[src/hdl/fractal_defines.svh]
`ifndef FRACTAL_DEFINES_SVH
`define FRACTAL_DEFINES_SVH

// fixed point format, 10 integer and 10 fraction bits
`define FX_WIDTH 20
`define FX_FRAC 10

// iteration counter width, limits max_iter to 255
`define ITER_WIDTH 8

// pixel column and row index width
`define COORD_WIDTH 8

// |z|^2 threshold, 4.0 scaled by 2^FX_FRAC
`define ESCAPE_LIMIT 4096

`endif

[src/hdl/fractal_pkg.sv]
`include "fractal_defines.svh"

package fractal_pkg;

	// signed fixed point number
	typedef logic signed [`FX_WIDTH-1:0] fx_t;

	typedef struct packed {
		fx_t re;
		fx_t im;
	} complex_t;

	// origin is the c of pixel 0,0; width and height are counts minus one
	typedef struct packed {
		complex_t origin;
		fx_t step;
		logic [`COORD_WIDTH-1:0] width;
		logic [`COORD_WIDTH-1:0] height;
	} region_t;

	// state carried around the scheduler and calculator loop
	typedef struct packed {
		complex_t z;
		complex_t c;
		logic [`ITER_WIDTH-1:0] iter;
	} iter_state_t;

	typedef struct packed {
		logic [`COORD_WIDTH-1:0] x;
		logic [`COORD_WIDTH-1:0] y;
		logic [`ITER_WIDTH-1:0] count;
	} pixel_result_t;

endpackage

[src/hdl/pixel_calculator.sv]
`include "fractal_defines.svh"

module pixel_calculator (
	input logic tb_clk,
	input logic rst_n,
	input logic step_en,
	input fractal_pkg::iter_state_t state_in,
	output fractal_pkg::iter_state_t state_out,
	output logic escaped,
	output logic out_valid
);

	// products are kept at double width before scaling
	localparam int WIDE = 2 * `FX_WIDTH;

	// escape threshold at the width of the magnitude sum
	localparam logic signed [WIDE-1:0] ESCAPE_WIDE = WIDE'(`ESCAPE_LIMIT);

	// local signed copies of the incoming state
	fractal_pkg::fx_t z_re;
	fractal_pkg::fx_t z_im;
	fractal_pkg::fx_t c_re;
	fractal_pkg::fx_t c_im;

	// raw full width products
	logic signed [WIDE-1:0] re_sq_full;
	logic signed [WIDE-1:0] im_sq_full;
	logic signed [WIDE-1:0] cross_full;

	// products rescaled to the fixed point grid
	logic signed [WIDE-1:0] re_sq;
	logic signed [WIDE-1:0] im_sq;
	logic signed [WIDE-1:0] cross_x2;

	logic signed [WIDE-1:0] mag;
	logic signed [WIDE-1:0] next_re_wide;
	logic signed [WIDE-1:0] next_im_wide;
	logic escape_now;

	fractal_pkg::iter_state_t next_state;

	assign z_re = state_in.z.re;
	assign z_im = state_in.z.im;
	assign c_re = state_in.c.re;
	assign c_im = state_in.c.im;

	// three multipliers, all signed at full width
	assign re_sq_full = z_re * z_re;
	assign im_sq_full = z_im * z_im;
	assign cross_full = z_re * z_im;

	// arithmetic shift, rounds toward minus infinity
	assign re_sq = re_sq_full >>> `FX_FRAC;
	assign im_sq = im_sq_full >>> `FX_FRAC;
	// the factor 2 folds into a shift one bit shorter
	assign cross_x2 = cross_full >>> (`FX_FRAC - 1);

	// squared magnitude of the current z
	assign mag = re_sq + im_sq;
	assign escape_now = mag > ESCAPE_WIDE;

	// z^2 + c, sign extension of c comes from the signed context
	assign next_re_wide = re_sq - im_sq + c_re;
	assign next_im_wide = cross_x2 + c_im;

	always_comb
	begin
		// escaped point holds z and iter as they are
		next_state = state_in;
		if (!escape_now)
		begin
			// result wraps to the number width
			next_state.z.re = next_re_wide[`FX_WIDTH-1:0];
			next_state.z.im = next_im_wide[`FX_WIDTH-1:0];
			next_state.iter = state_in.iter + 1'b1;
		end
	end

	// strobe and escape flag
	always_ff @(posedge tb_clk)
	begin
		if (!rst_n)
		begin
			out_valid <= 1'b0;
			escaped <= 1'b0;
		end
		else
		begin
			out_valid <= step_en;
			if (step_en)
			begin
				escaped <= escape_now;
			end
		end
	end

	// state register, loaded once per step
	always_ff @(posedge tb_clk)
	begin
		if (step_en)
		begin
			state_out <= next_state;
		end
	end

endmodule

[src/hdl/plane_mapper.sv]
`include "fractal_defines.svh"

module plane_mapper (
	input logic tb_clk,
	input logic rst_n,
	input logic frame_load,
	input logic advance,
	input fractal_pkg::region_t region,
	output logic [`COORD_WIDTH-1:0] x,
	output logic [`COORD_WIDTH-1:0] y,
	output fractal_pkg::complex_t c,
	output logic last
);

	// region copy for the running frame
	fractal_pkg::region_t region_q;

	logic row_end;

	assign row_end = (x == region_q.width);
	// final pixel of the raster
	assign last = row_end && (y == region_q.height);

	// grid counters and bounds
	always_ff @(posedge tb_clk)
	begin
		if (!rst_n)
		begin
			region_q <= '0;
			x <= '0;
			y <= '0;
		end
		else if (frame_load)
		begin
			region_q <= region;
			x <= '0;
			y <= '0;
		end
		else if (advance)
		begin
			if (row_end)
			begin
				x <= '0;
				y <= y + 1'b1;
			end
			else
			begin
				x <= x + 1'b1;
			end
		end
	end

	// running c, additions only
	always_ff @(posedge tb_clk)
	begin
		if (frame_load)
		begin
			c <= region.origin;
		end
		else if (advance)
		begin
			if (row_end)
			begin
				// back to left edge, one row down
				c.re <= region_q.origin.re;
				c.im <= c.im + region_q.step;
			end
			else
			begin
				c.re <= c.re + region_q.step;
			end
		end
	end

endmodule

[src/hdl/pixel_scheduler.sv]
`include "fractal_defines.svh"

module pixel_scheduler (
	input logic tb_clk,
	input logic rst_n,
	input logic start,
	input logic [`ITER_WIDTH-1:0] max_iter,
	input fractal_pkg::complex_t map_c,
	input logic [`COORD_WIDTH-1:0] map_x,
	input logic [`COORD_WIDTH-1:0] map_y,
	input logic map_last,
	output logic frame_load,
	output logic advance,
	output logic step_en,
	output fractal_pkg::iter_state_t state_in,
	input fractal_pkg::iter_state_t state_out,
	input logic escaped,
	input logic out_valid,
	output logic busy,
	output logic pixel_valid,
	output logic frame_done,
	output fractal_pkg::pixel_result_t pixel
);

	typedef enum logic [1:0] {
		st_idle,
		st_load,
		st_iterate,
		st_finish
	} sched_state_t;

	sched_state_t state_q;
	sched_state_t state_d;

	logic hit_limit;
	logic pixel_done;
	logic [`ITER_WIDTH-1:0] count;

	// limit reached on the returned state
	assign hit_limit = state_out.iter >= max_iter;
	assign pixel_done = out_valid && (escaped || hit_limit);
	// a non-escaping point reports the limit itself
	// keeps max_iter 0 from reporting 1
	assign count = escaped ? state_out.iter : max_iter;

	// frame in progress whenever the FSM is away from idle
	assign busy = (state_q != st_idle);

	always_comb
	begin
		frame_load = 1'b0;
		advance = 1'b0;
		step_en = 1'b0;
		// default path recirculates the returned state
		state_in = state_out;
		state_d = state_q;
		case (state_q)
			st_idle:
			begin
				// start only seen here, ignored while busy
				if (start)
				begin
					frame_load = 1'b1;
					state_d = st_load;
				end
			end
			st_load:
			begin
				// seed z = 0, iter = 0, c from the mapper
				step_en = 1'b1;
				state_in.z = '0;
				state_in.c = map_c;
				state_in.iter = '0;
				state_d = st_iterate;
			end
			st_iterate:
			begin
				if (pixel_done)
				begin
					state_d = st_finish;
				end
				else if (out_valid)
				begin
					step_en = 1'b1;
				end
			end
			st_finish:
			begin
				if (map_last)
				begin
					state_d = st_idle;
				end
				else
				begin
					// mapper moves on, new c ready in load
					advance = 1'b1;
					state_d = st_load;
				end
			end
			default:
			begin
				state_d = st_idle;
			end
		endcase
	end

	always_ff @(posedge tb_clk)
	begin
		if (!rst_n)
		begin
			state_q <= st_idle;
			pixel_valid <= 1'b0;
			frame_done <= 1'b0;
		end
		else
		begin
			state_q <= state_d;
			// strobe lands in the finish cycle
			pixel_valid <= (state_q == st_iterate) && pixel_done;
			// one cycle after the last pixel strobe
			frame_done <= (state_q == st_finish) && map_last;
		end
	end

	// result capture, mapper still on this pixel
	always_ff @(posedge tb_clk)
	begin
		if ((state_q == st_iterate) && pixel_done)
		begin
			pixel.x <= map_x;
			pixel.y <= map_y;
			pixel.count <= count;
		end
	end

endmodule

[src/hdl/mandelbrot_engine.sv]
`include "fractal_defines.svh"

module mandelbrot_engine (
	input logic tb_clk,
	input logic rst_n,
	input logic start,
	input fractal_pkg::region_t region,
	input logic [`ITER_WIDTH-1:0] max_iter,
	output logic busy,
	output logic pixel_valid,
	output logic frame_done,
	output fractal_pkg::pixel_result_t pixel
);

	// mapper to scheduler
	fractal_pkg::complex_t map_c;
	logic [`COORD_WIDTH-1:0] map_x;
	logic [`COORD_WIDTH-1:0] map_y;
	logic map_last;
	logic frame_load;
	logic advance;

	// scheduler to calculator loop
	logic step_en;
	fractal_pkg::iter_state_t state_in;
	fractal_pkg::iter_state_t state_out;
	logic escaped;
	logic out_valid;

	plane_mapper plane_mapper_i (
		.tb_clk(tb_clk),
		.rst_n(rst_n),
		.frame_load(frame_load),
		.advance(advance),
		.region(region),
		.x(map_x),
		.y(map_y),
		.c(map_c),
		.last(map_last)
	);

	pixel_scheduler pixel_scheduler_i (
		.tb_clk(tb_clk),
		.rst_n(rst_n),
		.start(start),
		.max_iter(max_iter),
		.map_c(map_c),
		.map_x(map_x),
		.map_y(map_y),
		.map_last(map_last),
		.frame_load(frame_load),
		.advance(advance),
		.step_en(step_en),
		.state_in(state_in),
		.state_out(state_out),
		.escaped(escaped),
		.out_valid(out_valid),
		.busy(busy),
		.pixel_valid(pixel_valid),
		.frame_done(frame_done),
		.pixel(pixel)
	);

	pixel_calculator pixel_calculator_i (
		.tb_clk(tb_clk),
		.rst_n(rst_n),
		.step_en(step_en),
		.state_in(state_in),
		.state_out(state_out),
		.escaped(escaped),
		.out_valid(out_valid)
	);

endmodule

[config.mk]
export PLATFORM = sky130hd
export DESIGN_NAME = mandelbrot_engine
export DESIGN_NICKNAME = d
export VERILOG_FILES = /design/src/hdl/fractal_pkg.sv /design/src/hdl/pixel_calculator.sv /design/src/hdl/plane_mapper.sv /design/src/hdl/pixel_scheduler.sv /design/src/hdl/mandelbrot_engine.sv
export VERILOG_INCLUDE_DIRS = /design/src /design/src/hdl
export SDC_FILE = /design/constraint.sdc
export NUM_CORES = 2
export LEC_CHECK = 0
export BUFFER_PORTS_ARGS = -buffer_cell sky130_fd_sc_hd__buf_2
export CAP_MARGIN = 20
export CORE_UTILIZATION = 35
export DETAILED_ROUTE_END_ITERATION = 10
export PLACE_DENSITY = 0.58
export SETUP_SLACK_MARGIN = 0.1
export SKIP_CTS_REPAIR_TIMING = 1
export SYNTH_ARGS = -nofsm -noshare
export SYNTH_HDL_FRONTEND = slang
export SYNTH_HIERARCHICAL = 1
export SYNTH_SLANG_ARGS = --single-unit
[constraint.sdc]
create_clock -name tb_clk -period 10.9 [get_ports tb_clk]
set_input_delay 0.545 -clock tb_clk [delete_from_list [all_inputs] [get_ports tb_clk]]
set_output_delay 0.545 -clock tb_clk [all_outputs]
set_load 0.05 [all_outputs]
==> results.sh <==
export IMPL_path_common_cell="fa_1"
export IMPL_netlist_top_cell_by_area="fa_1"
export IMPL_ys_seq_area_frac=0.117
export IMPL_grt_max_degree=80
export IMPL_required_ns=11.20
export IMPL_via_count=37200
export IMPL_min_delay_path_depth=3
export IMPL_r2r_start="pixel_scheduler_i/state_q[1]"
export IMPL_clock_latency_ns=0.56
export IMPL_r2r_slack_ns=0.43
export IMPL_htree_num_levels=1
export IMPL_start_util=0.354
export IMPL_grt_pass1_vias=39700
export IMPL_path_buf_inv=11
export IMPL_yosys_area_top_type_share=0.414
export IMPL_synth_mux_area_frac=0.0321
export IMPL_cts_sinks=230
export IMPL_ys_flop_type="edfxtp_1"
export IMPL_cts_buffers_inserted=28
export IMPL_synthAdderAreaFrac=0.516
export IMPL_drc=0
export IMPL_critPathKind="reg2reg"
export IMPL_status="complete, no violations"
export IMPL_cts_tree="yes"
export IMPL_synth_fp_nets=7027
export IMPL_cap_violations=0
export IMPL_synth_area_leaders="fa_1, ha_1, edfxtp_1"
export IMPL_async_flop_share=0
export IMPL_grt_pass1_wl_um=219000
export IMPL_die_width_um=389
export IMPL_drt_iter0_markers=2287
export IMPL_holdWs_ns=0.238
export IMPL_tightestPinTransition_ns=1.03
export IMPL_core_area_mm2=0.148
export IMPL_critPathLaunchType="register"
export IMPL_post_route_min_period_ns=10.47
export IMPL_critPathMaxFanout=8
export IMPL_synth_simple_area_share=0.133
export IMPL_overflow=0
export IMPL_grt_usage=0.183
export IMPL_hold_path_class="in2reg"
export IMPL_cts_path_max_buffers=3
export IMPL_finish_utilization=0.397
export IMPL_crit_family="adder cells"
export IMPL_max_freq_mhz=95.5
export IMPL_synth_area_mm2=0.0524
export IMPL_cpPeakStageDelay_ns=0.57
export IMPL_via_per_inst=4.89
export IMPL_fin_skew_ns=0.0260
export IMPL_final_cells=7615
export IMPL_final_antenna_net_count=0
export IMPL_slowest_stage="fa_1"
export IMPL_synth_cell_types=87
export IMPL_cts_root_buf="clkbuf_16"
export IMPL_layout_nets=7259
export IMPL_timing_final_crit_share=0.961
export IMPL_synthXorXnorAreaFrac=0.0386
export IMPL_place_inst=7501
export IMPL_rsz0062_at_grt="false"
export IMPL_min_delay_start="region[25]"
export IMPL_setup_viol=0
export IMPL_syn2layout_area_growth_pct=12.1
export IMPL_timing_rr_end="pixel_calculator_i/state_out[75]"
export IMPL_drive_gt1_frac=0.116
export IMPL_yosysMostFrequentCell="inv_1"
export IMPL_hold_end="plane_mapper_i/region_q[25]"
export IMPL_placed_area_mm2=0.0566
export IMPL_drv_slew=0
export IMPL_antenna_found_initial=3
export IMPL_post_route_cell_area_mm2=0.0587
export IMPL_hold_violations=0
export IMPL_synth_edf_count=152
export IMPL_wl_per_cell_um=18.0
export IMPL_ys_ff_latch=230
export IMPL_gp_congestion=0.908
export IMPL_synth_compound_area_frac=0.0629
export IMPL_die_area_mm2=0.151
export IMPL_synth_yosys_warnings=6
export IMPL_dp_hpwl_um=114000
export IMPL_clk_pin_slew_ns=0.06
export IMPL_wl_um=137000
export IMPL_ios=114
export IMPL_synth_top_cells_by_count="inv_1, fa_1, nand2_1, ha_1, and2_1"
export IMPL_dr_pass1_iters=8
export IMPL_fp_row_count=141
export IMPL_die_y_um=389
export IMPL_avgSynthCellArea_um2=9.64
export IMPL_r2r_cells=44
export IMPL_io_buffers=113
export IMPL_cp_arrival_ns=10.77
export IMPL_synth_top_family_by_area="adder cells"
export IMPL_slew_headroom=0.311
export IMPL_end_kind="register"
export IMPL_syn_inst=5429
## logic make-up (layout without fill, tap and decap cells)
logic type,count (synthesis),count (layout)
compound gates,484,484
xor+xnor,231,231
fa+ha+maj,1511,1511
buf+inv,1390,1641
flops,230,230
mux,158,158
other cells,0,2
simple gates,1425,1428
## worst max-delay path by stage
stage                            startpoint                          endpoint  slack, ns  cells after the start
4_1_cts        pixel_scheduler_i/state_q[1]  pixel_calculator_i/state_out[57]      -0.34                     44
3_5_place_dp   pixel_scheduler_i/state_q[1]  pixel_calculator_i/state_out[57]      -0.32                     44
3_3_place_gp   pixel_scheduler_i/state_q[1]  pixel_calculator_i/state_out[48]      -0.16                     44
6_report       pixel_scheduler_i/state_q[1]  pixel_calculator_i/state_out[75]       0.43                     44
5_1_grt        pixel_scheduler_i/state_q[1]  pixel_calculator_i/state_out[86]       0.02                     48
2_1_floorplan  pixel_scheduler_i/state_q[1]  pixel_calculator_i/state_out[82]       0.13                     46
## sequential cells by signal (all words and copies together), names as in the netlist
signal / flops
pixel_calculator_i/state_out: 88
plane_mapper_i/region_q: 56
plane_mapper_i/c: 40
pixel_scheduler_i/pixel: 24
plane_mapper_i/x: 8
plane_mapper_i/y: 8
pixel_scheduler_i/state_q: 2
pixel_calculator_i/escaped: 1
pixel_calculator_i/out_valid: 1
pixel_scheduler_i/frame_done: 1
pixel_scheduler_i/pixel_valid: 1
## metrics by stage
stage          TNS (ns)  setup WS, ns
6_report              0         0.430
4_1_cts          -11.10        -0.345
3_5_place_dp      -9.60        -0.316
5_1_grt               0        0.0227
3_3_place_gp      -4.15        -0.165
2_1_floorplan         0         0.126
## final cells by class
type / count / area [um^2]
Antenna cell: 2 / 5.00
Clock buffer: 34 / 766
Clock inverter: 18 / 186
Fill cell: 14600 / 89300
Inverter: 1192 / 4480
Multi-Input combinational cell: 3812 / 41600
Sequential cell: 230 / 6130
Tap cell: 1930 / 2410
Timing Repair Buffer: 397 / 3090
## worst register-to-register path, delay by kind of cell (launching register included)
kind	cells	cell delay, ns
AOI/OAI and AO/OA	11	2.26
xor gates and xnor gates	1	0.16
adders and majority gates	10	4.35
buffers and inverters	11	1.39
DFF	1	0.33
muxes	1	0.34
and+or+nand+nor	10	1.37
## layout by cell type (no fill, tap or decap), types with 32 or more instances in the layout
master        n
a21o_1       53
a21oi_1     112
and2_1      269
buf_2       113
buf_4       244
clkbuf_16    34
dfxtp_1      77
edfxtp_1    152
fa_1       1077
ha_1        420
inv_1      1181
mux2_2       56
mux2i_1      78
nand2_1     551
nand2b_1     37
nand3_1      45
nor2_1      203
nor2b_1     104
nor2b_4      32
nor3_1       49
o21a_1       35
o21ai_0      90
xnor2_1     149
xor2_1       78
## layer usage
| layer | global-route usage | vias up | part of all wire |
|---|---|---|---|
| met3 | 0.0144 | 130 | 0.044 |
| met5 | 0 | - | 0 |
| met2 | 0.319 | 787 | 0.50 |
| met4 | 0.0415 | 0 | 0.027 |
| li1 | - | 17200 | - |
| met1 | 0.246 | 19200 | 0.43 |
Power is not shown: default switching activity piles up to over one toggle a cycle in this logic, so the estimate is an artifact.
